File: src/hdl/rst_ctrl_pkg.sv
package rst_ctrl_pkg;

   //******************************
   // Sequencer states
   //******************************
   typedef enum logic [2:0]
   {
      ST_WAIT_LOCK    = 3'd0, // PLL lock and config done
      ST_COLD_ASSERT  = 3'd1, // Cold request low, wait for ack_n low
      ST_COLD_RELEASE = 3'd2, // Cold request high, wait for ack_n high
      ST_HOLD         = 3'd3, // Domain resets held by timer
      ST_RUN          = 3'd4,
      ST_WARM_ASSERT  = 3'd5, // Warm request low, wait for ack_n low
      ST_WARM_RELEASE = 3'd6, // Warm request high, wait for ack_n and link
      ST_WARM_WAIT    = 3'd7  // System domain held by timer
   } rst_state_e;

   //******************************
   // Reset timing
   //******************************

   // Cycles the domain resets stay asserted after a completed handshake
   localparam int HOLD_CYCLES = 16;

   // Hold counter width, must hold HOLD_CYCLES
   localparam int HOLD_CNT_W  = 5;

   // Flip-flops per asynchronous status input
   localparam int SYNC_STAGES = 2;

endpackage : rst_ctrl_pkg

File: src/hdl/rst_status_if.sv
// Synchronized status seen by the sequencer, all plain levels
interface rst_status_if;

   logic pll_locked;
   logic init_done;   // Active high, already inverted
   logic link_rst;    // PCIe reset status
   logic cold_ack_n;
   logic warm_ack_n;

   modport src
   (
      output pll_locked, init_done, link_rst, cold_ack_n, warm_ack_n
   );

   modport dst
   (
      input  pll_locked, init_done, link_rst, cold_ack_n, warm_ack_n
   );

endinterface : rst_status_if

File: src/hdl/rst_cmd_if.sv
// Reset commands, active high, from sequencer to output registers
interface rst_cmd_if;

   logic hold_csr;  // CSR domain and power good
   logic hold_sys;  // System domain
   logic cold_req;  // PCIe cold reset request
   logic warm_req;  // PCIe warm reset request

   modport fsm
   (
      output hold_csr, hold_sys, cold_req, warm_req
   );

   modport out
   (
      input  hold_csr, hold_sys, cold_req, warm_req
   );

endinterface : rst_cmd_if

File: src/hdl/rst_input_sync.sv
module rst_input_sync
   import rst_ctrl_pkg::*;
(
   input  logic         clk_sys,
   input  logic         i_arst_n,
   input  logic         i_pll_locked,
   input  logic         i_ninit_done,
   input  logic         i_pcie_reset_status,
   input  logic         i_pcie_cold_rst_ack_n,
   input  logic         i_pcie_warm_rst_ack_n,
   rst_status_if.src    o_status
);

   // Bit order {warm_ack_n, cold_ack_n, reset_status, ninit_done, pll_locked}
   logic [4:0] sync_q [SYNC_STAGES];

   always_ff @(posedge clk_sys or negedge i_arst_n)
   begin
      if (!i_arst_n)
      begin
         // Unlocked, not initialized, no link reset, both acks idle
         for (int i = 0; i < SYNC_STAGES; i++)
         begin
            sync_q[i] <= 5'b11010;
         end
      end
      else
      begin
         sync_q[0] <= {i_pcie_warm_rst_ack_n,
                       i_pcie_cold_rst_ack_n,
                       i_pcie_reset_status,
                       i_ninit_done,
                       i_pll_locked};
         for (int i = 1; i < SYNC_STAGES; i++)
         begin
            sync_q[i] <= sync_q[i-1];
         end
      end
   end

   assign o_status.pll_locked = sync_q[SYNC_STAGES-1][0];
   assign o_status.init_done  = ~sync_q[SYNC_STAGES-1][1]; // Config done, now active high
   assign o_status.link_rst   = sync_q[SYNC_STAGES-1][2];
   assign o_status.cold_ack_n = sync_q[SYNC_STAGES-1][3];
   assign o_status.warm_ack_n = sync_q[SYNC_STAGES-1][4];

endmodule : rst_input_sync

File: src/hdl/rst_hold_timer.sv
module rst_hold_timer
   import rst_ctrl_pkg::*;
(
   input  logic clk_sys,
   input  logic i_arst_n,
   input  logic i_start,
   output logic o_done
);

   logic [HOLD_CNT_W-1:0] cnt_q;

   // Start to done is HOLD_CYCLES clocks, done then stays up
   always_ff @(posedge clk_sys or negedge i_arst_n)
   begin
      if (!i_arst_n)
      begin
         cnt_q  <= '0;
         o_done <= 1'b0;
      end
      else if (i_start)
      begin
         cnt_q  <= HOLD_CNT_W'(HOLD_CYCLES);
         o_done <= 1'b0;
      end
      else if (cnt_q != '0)
      begin
         cnt_q  <= cnt_q - HOLD_CNT_W'(1);
         o_done <= (cnt_q == HOLD_CNT_W'(1)); // Last count
      end
   end

endmodule : rst_hold_timer

File: src/hdl/rst_seq_fsm.sv
module rst_seq_fsm
   import rst_ctrl_pkg::*;
(
   input  logic         clk_sys,
   input  logic         i_arst_n,
   input  logic         i_timer_done,
   output logic         o_timer_start,
   rst_status_if.dst    i_status,
   rst_cmd_if.fsm       o_cmd
);

   rst_state_e state_q;
   rst_state_e state_d;

   //******************************
   // State register
   //******************************
   always_ff @(posedge clk_sys or negedge i_arst_n)
   begin
      if (!i_arst_n)
      begin
         state_q <= ST_WAIT_LOCK;
      end
      else
      begin
         state_q <= state_d;
      end
   end

   //******************************
   // Next state
   //******************************
   always_comb
   begin
      state_d       = state_q;
      o_timer_start = 1'b0;

      unique case (state_q)
         ST_WAIT_LOCK:
         begin
            // Only start from an idle handshake
            if (i_status.pll_locked && i_status.init_done &&
                i_status.cold_ack_n && i_status.warm_ack_n)
            begin
               state_d = ST_COLD_ASSERT;
            end
         end
         ST_COLD_ASSERT:
         begin
            if (!i_status.cold_ack_n)
            begin
               state_d = ST_COLD_RELEASE;
            end
         end
         ST_COLD_RELEASE:
         begin
            if (i_status.cold_ack_n)
            begin
               o_timer_start = 1'b1; // Handshake done
               state_d       = ST_HOLD;
            end
         end
         ST_HOLD:
         begin
            if (i_timer_done)
            begin
               state_d = ST_RUN;
            end
         end
         ST_RUN:
         begin
            if (i_status.link_rst && i_status.warm_ack_n)
            begin
               state_d = ST_WARM_ASSERT;
            end
         end
         ST_WARM_ASSERT:
         begin
            if (!i_status.warm_ack_n)
            begin
               state_d = ST_WARM_RELEASE;
            end
         end
         ST_WARM_RELEASE:
         begin
            // Wait for ack_n back high and link reset gone
            if (i_status.warm_ack_n && !i_status.link_rst)
            begin
               o_timer_start = 1'b1;
               state_d       = ST_WARM_WAIT;
            end
         end
         ST_WARM_WAIT:
         begin
            if (i_timer_done)
            begin
               state_d = ST_RUN;
            end
         end
         default:
         begin
            state_d = ST_WAIT_LOCK;
         end
      endcase

      // Lock loss wins over any wait
      if (!i_status.pll_locked)
      begin
         state_d       = ST_WAIT_LOCK;
         o_timer_start = 1'b0;
      end
   end

   //******************************
   // Commands decoded from state
   //******************************
   always_comb
   begin
      o_cmd.hold_csr = (state_q != ST_RUN) && (state_q != ST_WARM_ASSERT) &&
                       (state_q != ST_WARM_RELEASE) && (state_q != ST_WARM_WAIT);
      o_cmd.hold_sys = (state_q != ST_RUN);
      o_cmd.cold_req = (state_q == ST_COLD_ASSERT);
      o_cmd.warm_req = (state_q == ST_WARM_ASSERT);
   end

endmodule : rst_seq_fsm

File: src/hdl/rst_out_stage.sv
module rst_out_stage
(
   input  logic      clk_sys,
   input  logic      i_arst_n,
   rst_cmd_if.out    i_cmd,
   output logic      o_rst_n_sys,
   output logic      o_rst_n_csr,
   output logic      o_pwr_good_n,
   output logic      o_pcie_cold_rst_n,
   output logic      o_pcie_warm_rst_n
);

   logic sys_rel_q; // First stage of the system release delay

   always_ff @(posedge clk_sys or negedge i_arst_n)
   begin
      if (!i_arst_n)
      begin
         sys_rel_q         <= 1'b0;
         o_rst_n_sys       <= 1'b0;
         o_rst_n_csr       <= 1'b0;
         o_pwr_good_n      <= 1'b0;
         o_pcie_cold_rst_n <= 1'b1; // Requests idle high
         o_pcie_warm_rst_n <= 1'b1;
      end
      else
      begin
         sys_rel_q         <= ~i_cmd.hold_sys;
         // Assert at once, release one cycle after the CSR domain
         o_rst_n_sys       <= ~i_cmd.hold_sys & sys_rel_q;
         o_rst_n_csr       <= ~i_cmd.hold_csr;
         o_pwr_good_n      <= ~i_cmd.hold_csr; // Follows CSR domain
         o_pcie_cold_rst_n <= ~i_cmd.cold_req;
         o_pcie_warm_rst_n <= ~i_cmd.warm_req;
      end
   end

endmodule : rst_out_stage

File: src/hdl/rst_ctrl_top.sv
module rst_ctrl_top
(
   input  logic clk_sys,
   input  logic i_arst_n,
   input  logic i_pll_locked,
   input  logic i_ninit_done,
   input  logic i_pcie_reset_status,
   input  logic i_pcie_cold_rst_ack_n,
   input  logic i_pcie_warm_rst_ack_n,
   output logic o_rst_n_sys,
   output logic o_rst_n_csr,
   output logic o_pwr_good_n,
   output logic o_pcie_cold_rst_n,
   output logic o_pcie_warm_rst_n
);

   logic timer_start;
   logic timer_done;

   rst_status_if status_if ();
   rst_cmd_if    cmd_if ();

   //******************************
   // Status synchronizer
   //******************************
   rst_input_sync rst_input_sync (
      .clk_sys               (clk_sys              ),
      .i_arst_n              (i_arst_n             ),
      .i_pll_locked          (i_pll_locked         ),
      .i_ninit_done          (i_ninit_done         ),
      .i_pcie_reset_status   (i_pcie_reset_status  ),
      .i_pcie_cold_rst_ack_n (i_pcie_cold_rst_ack_n),
      .i_pcie_warm_rst_ack_n (i_pcie_warm_rst_ack_n),
      .o_status              (status_if            )
   );

   //******************************
   // Sequencer and hold timer
   //******************************
   rst_seq_fsm rst_seq_fsm (
      .clk_sys       (clk_sys    ),
      .i_arst_n      (i_arst_n   ),
      .i_timer_done  (timer_done ),
      .o_timer_start (timer_start),
      .i_status      (status_if  ),
      .o_cmd         (cmd_if     )
   );

   rst_hold_timer rst_hold_timer (
      .clk_sys  (clk_sys    ),
      .i_arst_n (i_arst_n   ),
      .i_start  (timer_start),
      .o_done   (timer_done )
   );

   //******************************
   // Output registers
   //******************************
   rst_out_stage rst_out_stage (
      .clk_sys           (clk_sys          ),
      .i_arst_n          (i_arst_n         ),
      .i_cmd             (cmd_if           ),
      .o_rst_n_sys       (o_rst_n_sys      ), // System domain, after CSR
      .o_rst_n_csr       (o_rst_n_csr      ),
      .o_pwr_good_n      (o_pwr_good_n     ),
      .o_pcie_cold_rst_n (o_pcie_cold_rst_n),
      .o_pcie_warm_rst_n (o_pcie_warm_rst_n)
   );

endmodule : rst_ctrl_top

File: config.mk
export PLATFORM = sky130hd
export DESIGN_NAME = rst_ctrl_top
export DESIGN_NICKNAME = d
export VERILOG_FILES = /design/src/hdl/rst_ctrl_pkg.sv /design/src/hdl/rst_status_if.sv /design/src/hdl/rst_cmd_if.sv /design/src/hdl/rst_input_sync.sv /design/src/hdl/rst_hold_timer.sv /design/src/hdl/rst_seq_fsm.sv /design/src/hdl/rst_out_stage.sv /design/src/hdl/rst_ctrl_top.sv
export SDC_FILE = /design/constraint.sdc
export NUM_CORES = 1
export LEC_CHECK = 0
export BUFFER_PORTS_ARGS = -buffer_cell sky130_fd_sc_hd__buf_4
export CAP_MARGIN = 20
export CORE_MARGIN = 8
export CORE_UTILIZATION = 59
export CTS_BUF_LIST = sky130_fd_sc_hd__clkbuf_8
export DETAILED_ROUTE_END_ITERATION = 12
export GPL_TIMING_DRIVEN = 0
export PLACE_DENSITY = 0.8
export REMOVE_ABC_BUFFERS = 1
export SLEW_MARGIN = 15
export SYNTH_ARGS = -nofsm -noshare
export SYNTH_HDL_FRONTEND = slang
export SYNTH_HIERARCHICAL = 1
export SYNTH_SLANG_ARGS = --single-unit
File: constraint.sdc
create_clock -name clk_sys -period 1.8 [get_ports clk_sys]
set_input_delay 0.18 -clock clk_sys [delete_from_list [all_inputs] [get_ports clk_sys]]
set_output_delay 0.18 -clock clk_sys [all_outputs]
set_load 0.02 [all_outputs]
==> results of run 1 <==
==> critical path, delay by kind of cell (launching register included) <==
kind                     cells  cell delay (ns)
AO/OA/AOI/OAI                2             0.33
adder cells (fa/ha/maj)      1             0.27
buffers and inverters        1             0.09
flip-flops                   1             0.44
multiplexers                 2             0.46
==> through the flow <==
stage / power, mW / setup slack (ns) / instances
floorplan: 1.14 / 0.286 / 89
global placement: 1.24 / 0.174 / 125
detailed placement: 1.26 / 0.129 / 125
CTS: 1.74 / 0.107 / 130
global route: 1.84 / 0.0147 / 132
finish: 1.73 / 0.0966 / 132
==> cell usage in the layout, fill, tap and decap left out, types with 2 or more instances in the layout <==
cell / n
dfstp_2: 8
nor2_1: 5
dlygate4sd3_1: 3
inv_1: 11
mux2i_1: 3
nor4b_1: 2
dfrtp_1: 16
nand2_1: 9
buf_4: 11
clkbuf_8: 3
nor3_1: 3
o21ai_0: 4
ha_1: 7
nor2b_1: 3
==> path summary, 6_finish.rpt <==
kind                       slack, ns                            endpoint  depth (start not counted)                startpoint
max                              0.1              rst_seq_fsm/state_q[0]                          6    rst_seq_fsm/state_q[0]
min                             0.02            rst_input_sync/sync_q[7]                          1       i_pcie_reset_status
max reg2reg                      0.1              rst_seq_fsm/state_q[0]                          6    rst_seq_fsm/state_q[0]
min reg2reg                     0.35  rst_input_sync/o_status.pll_locked                          0  rst_input_sync/sync_q[5]
max in group asynchronous       1.18            rst_input_sync/sync_q[9]                          2                  i_arst_n
min in group asynchronous       0.33             rst_hold_timer/cnt_q[0]                          2                  i_arst_n
==> cells by family after synthesis <==
kind of cell	share of synthesized area
AND/OR/NAND/NOR	0.139
flip-flops	0.571
AO/OA/AOI/OAI	0.101
buffers and inverters	0.0457
adder cells (fa/ha/maj)	0.0820
multiplexers	0.0527
XOR/XNOR	0.00820
==> routing by layer <==
layer  GRT usage  up-vias
li1            -      331
met1       0.134      351
met5           0        -
met3      0.0348        4
met4      0.0769        0
met2       0.189       19
==> area by class of cell <==
cell class | count | area, sq um
inverters | 11 | 41.3
repair buffers | 14 | 113
clock inverters | 1 | 30.0
fillers | 116 | 432
multi-input cells | 54 | 409
clock buffers | 3 | 41.3
well taps | 25 | 31.3
flip-flops and latches | 24 | 611
==> power breakdown <==
part,internal [mW],total (mW),switching (mW)
registers,0.652,0.749,0.0973
clock network,0.297,0.464,0.166
logic,0.258,0.517,0.259
==> impl_results.md, run 1 <==
- DRC Markers: 0
- Yosys top cell area share: 0.375
- Wire length on met2: 854 um
- Final nets: 122
- Critical path's slowest cell: dfrtp_1
- M1 WL: 815 um
- Max frequency: 0.587 GHz
- Uppermost layer routed: met4
- Largest net degree at the start of global routing: 25
- Setup CP Type: reg -> reg
- WP data arrival: 1.85 ns
- Die width: 58.6 um
- Input/output buffers: 11
- Most used DFF post-synth: dfrtp_1
- Routed wire length: 1800 um
- Cells after Synth: 90
- Leakage: 0.612 nW
- Final hold vios: 0
- CP max stage delay: 0.44 ns
- Fin area: 1280 sq um
- Worst-path clk slew: 0.08 ns
- Number of distinct library cells after synthesis: 30
- Clock skew: 0.00665 ns
- Sequential area share after synthesis: 0.571
- Chip Height: 58.6 um
- WP data required: 1.95 ns
- DRT Pass-1 Iters: 4
- Met3 wire len: 92 um
- Post-synth ARST share: 1.00
- Vias in the first global route: 729
- Initial antenna violation count: 0
- Top cells by area, synth: dfrtp_1 37%, dfstp_2 20%, ha_1 8.2%
- Hold Worst Slack: 0.0176 ns
- CTS tree: built
- Layout area overhead: 19.4%
- Initial Utilization: 0.626
- Seq cells post-synth: 24
- Clk buf depth: 2
- CTS buffer count: 3
- Path type of the worst min-delay path: in -> reg
- Synth top cells by count: 16 x dfrtp_1, 11 x inv_1, 9 x nand2_1, 8 x dfstp_2, 7 x ha_1
- Post-route ant nets: 0
- Reg with most FFs: rst_input_sync/sync_q
- Dpl cell area: 1170 sq um
- Largest regs: rst_input_sync/sync_q: 6 flops, rst_hold_timer/cnt_q: 5 flops, rst_seq_fsm/state_q: 3 flops
- Netlist Area Pre-Place: 1070 sq um
- Global-route wire length before repair: 3110 um
- Number of placed I/O pins: 12
- Total grt overflow: 0
- Post-synth EDFFs: 0
- Antenna cell count: 0
- Initial detailed-routing violation count: 18
- Layout cells sized above 1: 0.280
- Core ar.: 1710 sq um
- Final Cycle Share: 0.946
- Critical Path Sink Type: register
- Gpl congestion: 0.760
- RSZ-0062 raised after global routing: no
- Global Route Usage Sum: 0.118
- Count leader, synth: dfrtp_1
- # rows: 15
- Max FFs per register: 6
- Fin. max-slew vios: 0
- Utilization after layout: 0.747
- Status: completed
- Worst slew pin tran: 0.537 ns
- VDD IR max: 1.15 mV
- TritonCTS Sinks: 24
- Clk_lat worst skew: 0.27 ns
- CTS H-tree depth: 1
- CTS root buf: clkbuf_8
- Worst-path cell chain: inv_1, ha_1, mux2_4, o221ai_2, o211ai_2, mux2i_1
- Max Cap Viol: 0
- Vias/cell: 5.34
- WL per Instance: 13.6 um
- PwrDens: 1360 nW/um^2
- CP Launch Type: register
- Critical Path Fanout Max: 5
- Crit path time final: 1.70 ns
- Syn_area_per_cell: 11.9 sq um
- Leading area contributor after synthesis: dfrtp_1
- Setup Buffers After CTS: 0
- Die area: 3430 sq um
- Final TNS setup: 0 ns
- Post-CTS Resized: 0
- Normalized max-slew margin: 0.642
- DP Wirelength: 1240 um
- # hold bufs at CTS: 1
- Yosys warning total: 6
- # setup viols final: 0
- Via count: 705
Power figures use the tool's default switching activity.
==> run 2, diff against run 1 <==
CORE_UTILIZATION = 58   (was 59)
SYNTH_HIERARCHICAL = unset   (was 1)
==> impl_results.md, run 2 <==
- RSZ-0062 raised after global routing: no
- Count leader, synth: dfrtp_1
- Die area: 3190 sq um (-6.8%)
- Final nets: 98 (-20%)
- Final hold vios: 0 (unchanged)
- Simple-gate share of the synthesized area: 0.151 (+0.0118)
- WL per Instance: 13.9 um (+2.2%)
- Most used DFF post-synth: dfrtp_1
- Layout area overhead: 16.2%
- Setup Buffers After CTS: 0 (unchanged)
- Cells after Synth: 76 (-16%)
- WP data arrival: 1.44 ns (-0.41 ns)
- VDD IR max: 0.875 mV (-24%)
- Global-route wire length before repair: 2640 um (-15%)
- Largest regs: rst_input_sync.sync_q: 6 flops, rst_hold_timer.cnt_q: 5 flops, rst_seq_fsm.state_q: 3 flops
- Path type of the worst min-delay path: in -> reg
- Die width: 56.5 um (-3.5%)
- Routed wire length: 1450 um (-20%)
- Compound-gate portion of the synthesized area: 0.0828 (-0.0179)
- Sequential area share after synthesis: 0.641 (+0.0698)
- Fin area: 1110 sq um (-13%)
- Normalized max-slew margin: 0.788 (+0.146)
- Reg with most FFs: rst_input_sync.sync_q
- DRC Markers: 0 (unchanged)
- Clock skew: 0.00158 ns (-0.00508 ns)
- CTS H-tree depth: 1 (unchanged)
- Post-Synth XOR/XNOR Area: 0.0184 (+0.0102)
- Crit path time final: 1.28 ns (-0.420 ns)
- Via count: 557 (-21%)
- Commonest non-fill, non-tap cell in the layout: dfrtp_1
- M1 WL: 645 um (-21%)
- Gpl congestion: 0.780 (+2.7%)
- # setup viols final: 0 (unchanged)
- Syn_area_per_cell: 12.5 sq um (+5.5%)
- Max frequency: 0.779 GHz (+33%)
- Leakage: 0.511 nW (-16%)
- Initial antenna violation count: 0 (unchanged)
- Yosys warning total: 0 (-6)
- Number of placed I/O pins: 12 (unchanged)
- Largest net degree at the start of global routing: 25 (unchanged)
- Clk_lat worst skew: 0.26 ns (about the same)
- Initial detailed-routing violation count: 4 (-14)
- Seq cells post-synth: 24 (unchanged)
- CTS buffer count: 3 (unchanged)
- WP data required: 1.95 ns (about the same)
- Yosys top cell area share: 0.420 (+0.0458)
- Layout cells sized above 1: 0.341 (+0.0605)
- Uppermost layer routed: met3
- Final TNS setup: 0 ns (unchanged)
- Global Route Usage Sum: 0.0991 (-0.0193)
- Synth top cells by count: 16 x dfrtp_1, 8 x dfstp_2, 8 x nor2_1, 6 x nand2_1, 4 x inv_1
- Initial Utilization: 0.625 (-0.000847)
- Leading area contributor after synthesis: dfrtp_1
- DRT Pass-1 Iters: 4 (unchanged)
- Core ar.: 1520 sq um (-11%)
- CP Launch Type: register
- Post-synth ARST share: 1.00 (unchanged)
- Worst-path clk slew: 0.08 ns (about the same)
- Main combinational cell family by area after synthesis: simple AND/OR/NAND/NOR gates
- Met3 wire len: 93 um (+1.1%)
- Max Cap Viol: 0 (unchanged)
- Fin. max-slew vios: 0 (unchanged)
- Synth Area in Adders: 0.0263 (-0.0557)
- Wire length on met2: 710 um (-17%)
- Dpl cell area: 1020 sq um (-13%)
- DP Wirelength: 983 um (-20%)
- Setup CP Type: reg -> reg
- Input/output buffers: 11 (unchanged)
- Critical Path Sink Type: register
- Top cells by area, synth: dfrtp_1 42%, dfstp_2 22%, nor2_1 3.2%
- Most frequent cells in the layout: 16 x dfrtp_1, 11 x buf_4, 8 x nor2_1, 8 x dfstp_2, 6 x nand2_1
- Clk buf depth: 2 (unchanged)
- CTS tree: built
- Post-synth EDFFs: 0 (unchanged)
- Mux share of post-synthesis cell area: 0.0329 (-0.0198)
- Post-route ant nets: 0 (unchanged)
- Vias in the first global route: 621 (-15%)
- CTS root buf: clkbuf_8
- # rows: 14 (-1)
- Worst slew pin tran: 0.318 ns (-0.219 ns)
- Total grt overflow: 0 (unchanged)
- Number of distinct library cells after synthesis: 31 (+3.3%)
- Fill cell count: 106 (-8.6%)
- Status: completed
- PwrDens: 1320 nW/um^2 (-2.3%)
- Chip Height: 56.5 um (-3.5%)
- Max FFs per register: 6 (unchanged)
- Antenna cell count: 0 (unchanged)
- TritonCTS Sinks: 24 (unchanged)
- Vias/cell: 5.36 (+0.28%)
- Netlist Area Pre-Place: 952 sq um (-11%)
- Critical Path Fanout Max: 9 (+4)
- Final Cycle Share: 0.713 (-0.233)
## run 2: cell types whose count changed in the layout (fill, tap and decap cells not counted), sizes merged, moves of 2 or more
cell / delta
o211ai: -2
nand2: -3
dlygate4sd3: -2
nor2: +3
nor4b: -2
o21ai: -3
ha: -5
inv: -7
## run 2: worst max-delay path, stage by stage (launching register included)
cell and delay (ns):
dfrtp_1 0.52, nor2b_2 0.10, a211oi_2 0.24, o21ai_1 0.10, and4b_1 0.21
## run 2: per-layer routing
metal | global-route usage | vias up
met5 | 0 | -
li1 | - | 275
met4 | 0.0344 | 0
met3 | 0.0427 | 0
met1 | 0.104 | 272
met2 | 0.171 | 10
## run 2: per-stage QoR
step | power (mW) | setup slack (ns) | hold slack (ns) | cells | util
2_1_floorplan | 0.941 | 0.642 | -0.116 | 72 | -
3_3_place_gp | 0.997 | 0.551 | 0.0842 | 99 | 0.672
3_5_place_dp | 1.02 | 0.530 | 0.0853 | 99 | 0.672
4_1_cts | 1.48 | 0.513 | 0.0148 | 104 | 0.726
5_1_grt | 1.56 | 0.383 | 0.00425 | 104 | 0.726
6_report | 1.47 | 0.516 | 0.0209 | 104 | 0.726
## run 2: timing repair
item / 4_1_cts / 5_1_grt
hold buffers: 1 / 0
gates resized for setup: 0 / 0
endpoints found under the hold margin: 16 / 0
endpoints found under the setup margin: 0 / 0
## run 2: logic make-up (layout without fill, tap and decap cells)
| logic type | count (synthesis) | count (layout) |
|---|---|---|
| adder cells (fa/ha/maj) | 2 | 2 |
| flip-flops | 24 | 24 |
| buffers and inverters | 8 | 20 |
| multiplexers | 3 | 3 |
| XOR/XNOR | 2 | 2 |
| AND/OR/NAND/NOR | 27 | 27 |
| AO/OA/AOI/OAI | 10 | 10 |
## run 2: final cells by class
cell class | instances | area (sq um) | area share
Clock inverter | 1 | 30.0 | 0.0271
Sequential cell | 24 | 611 | 0.552
Tap cell | 16 | 20.0 | 0.0181
Inverter | 4 | 15.0 | 0.0136
Clock buffer | 3 | 41.3 | 0.0373
Timing Repair Buffer | 12 | 92.6 | 0.0837
Multi-Input combinational cell | 44 | 297 | 0.268
## run 2: report_power, final
part           switching, mW  internal (mW)  total, mW
Clock                  0.165          0.297      0.461
Combinational          0.149          0.158      0.307
Sequential            0.0691          0.628      0.697
Total                  0.383           1.08       1.47
## run 2: worst paths after layout
check / startpoint / slack (ns) / cells past startpoint / endpoint
setup / recovery: rst_seq_fsm.state_q[2] / 0.52 / 4 / rst_seq_fsm.state_q[0]
hold / removal: i_ninit_done / 0.02 / 1 / rst_input_sync.sync_q[6]
setup reg to reg: rst_seq_fsm.state_q[2] / 0.52 / 4 / rst_seq_fsm.state_q[0]
hold reg to reg: rst_input_sync.sync_q[7] / 0.36 / 0 / rst_input_sync.o_status.link_rst
max in group asynchronous: i_arst_n / 1.17 / 2 / rst_input_sync.sync_q[9]
min in group asynchronous: i_arst_n / 0.35 / 2 / rst_hold_timer.cnt_q[3]
==> run 3, diff against run 2 <==
CORE_UTILIZATION = 52   (was 58)
PLACE_DENSITY = 0.76   (was 0.8)
clock period = 1.15 ns   (was 1.8 ns; I/O delays follow)
==> impl_results.md, run 3 (same netlist as run 2, synthesis figures left out) <==
- Status: complete, but fails checks
- Failing checks: negative setup slack
- CTS H-tree depth: 1 (unchanged)
- Commonest non-fill, non-tap cell in the layout: buf_4
- Worst-path clk slew: 0.08 ns (about the same)
- CP max stage delay: 0.53 ns (about the same)
- Input/output buffers: 11 (unchanged)
- Clk_lat worst skew: 0.26 ns (about the same)
- Max FFs per register: 6 (unchanged)
- Normalized max-slew margin: 0.819 (+0.0305)
- Reg with most FFs: rst_input_sync.sync_q
- Initial detailed-routing violation count: 4 (unchanged)
- Fin area: 1280 sq um (+16%)
- Die area: 3460 sq um (+8.2%)
- DRT Pass-1 Iters: 2 (-2)
- RSZ-0062 raised after global routing: yes
- TritonCTS Sinks: 24 (unchanged)
- Path type of the worst min-delay path: in -> async
- Layout area overhead: 34.4%
- Number of placed I/O pins: 12 (unchanged)
- WP data arrival: 1.32 ns (-0.12 ns)
- Total grt overflow: 0 (unchanged)
- Vias/cell: 4.90 (-8.4%)
- Worst-path cell chain: nor2b_4, o2111a_2, nor2_1
- Setup CP Type: reg -> reg
- # rows: 15 (+1)
- DP Wirelength: 936 um (-4.8%)
- Routed wire length: 1600 um (+10%)
- Leakage: 0.581 nW (+14%)
- Gpl congestion: 0.730 (-6.4%)
- Critical path's slowest cell: dfstp_2
- Core ar.: 1730 sq um (+13%)
- Crit path time final: 1.17 ns (-0.115 ns)
- Critical Path Sink Type: register
- Layout cells sized above 1: 0.495 (+0.154)
- Global Route Usage Sum: 0.0978 (-0.00124)
- Fin. max-slew vios: 0 (unchanged)
- # setup viols final: 5 (+5)
- CP Launch Type: register
- Die width: 58.8 um (+4.0%)
- CTS buffer count: 3 (unchanged)
- Chip Height: 58.8 um (+4.0%)
- Final WS setup: -0.0185 ns (-0.535 ns)
- Worst slew pin tran: 0.270 ns (-0.0478 ns)
- Via count: 618 (+11%)
- Dpl cell area: 1040 sq um (+1.1%)
- Final Cycle Share: 1.02 (+0.303)
- CTS tree: built
- R2r setup slk: -0.02 ns (-0.53 ns)
- Utilization after layout: 0.741 (+0.0155)
- Max Cap Viol: 0 (unchanged)
- WL per Instance: 12.7 um (-8.9%)
- Clock skew: 0.00318 ns (+0.00161 ns)
- Fin cells: 126 (+21%)
- Vias in the first global route: 608 (-2.1%)
- CTS root buf: clkbuf_8
- Largest regs: rst_input_sync.sync_q: 6 flops, rst_hold_timer.cnt_q: 5 flops, rst_seq_fsm.state_q: 3 flops
- Largest net degree at the start of global routing: 25 (unchanged)
- VDD IR max: 1.88 mV (+110%)
- Initial antenna violation count: 0 (unchanged)
- Final TNS setup: -0.0617 ns (-0.0617 ns)
- Critical Path Fanout Max: 6 (-3)
- Hold Worst Slack: 0.275 ns (+0.254 ns)
- Global-route wire length before repair: 2580 um (-2.3%)
- Max frequency: 0.856 GHz (+9.9%)
- Final nets: 111 (+13%)
- Reg2Reg Depth: 3 (-1)
- PwrDens: 2060 nW/um^2 (+55%)
- Setup slack at placement: -0.140 ns (-0.670 ns)
- Antenna cell count: 0 (unchanged)
- Most frequent cells in the layout: 18 x buf_4, 14 x dfrtp_1, 8 x dfstp_2
- Initial Utilization: 0.551 (-0.0733)
- DRC Markers: 0 (unchanged)
- WP data required: 1.30 ns (-0.65 ns)
- Clk buf depth: 2 (unchanged)
- Post-route ant nets: 0 (unchanged)
- # placed instances: 108 (+9.1%)
- Total power: 2.64 mW (+80%)
- Final hold vios: 0 (unchanged)
## run 3: final timing paths
check	start	endpoint
min reg2reg	rst_input_sync.sync_q[5]	rst_input_sync.o_status.pll_locked
max reg2reg	rst_input_sync.o_status.cold_ack_n	rst_hold_timer.cnt_q[0]
max	rst_input_sync.o_status.cold_ack_n	rst_hold_timer.cnt_q[0]
max in group asynchronous	i_arst_n	rst_input_sync.sync_q[9]
min	i_arst_n	rst_out_stage.sys_rel_q
min in group clk_sys	rst_input_sync.sync_q[5]	rst_input_sync.o_status.pll_locked
## run 3: worst max-delay path, delay by kind of cell (launching register included)
family	cells	cell delay, ns
AO/OA/AOI/OAI	1	0.30
AND/OR/NAND/NOR	2	0.22
flip-flops	1	0.53
## run 3: timing repair
action                                  4_1_cts  5_1_grt
endpoints found under the setup margin        7        8
pin swaps                                     2        4
buffers inserted                              6        2
resized for setup                             5       12
gates cloned                                  0        0
hold buffers                                  6        0
hold endpoints to repair                     29        0
## run 3: per-layer routing
layer | vias up | routed length [um] | global-route usage
li1 | 298 | - | -
met1 | 308 | 663 | 0.0966
met2 | 10 | 833 | 0.171
met3 | 2 | 93 | 0.0326
met4 | 0 | 10 | 0.0614
met5 | - | 0 | 0
## run 3: layout make-up
cell class                      count  area [sq um]
Sequential cell                    24           613
Fill cell                         119           447
Multi-Input combinational cell     44           349
Timing Repair Buffer               25           200
Clock buffer                        3          41.3
Tap cell                           25          31.3
Clock inverter                      1          30.0
Inverter                            4          15.0
## run 3: power by group
group	internal, mW	leakage (nW)	switching (mW)
clock	0.465	0.0357	0.251
sequential	0.983	0.286	0.116
combinational	0.465	0.260	0.356
total	1.91	0.581	0.723
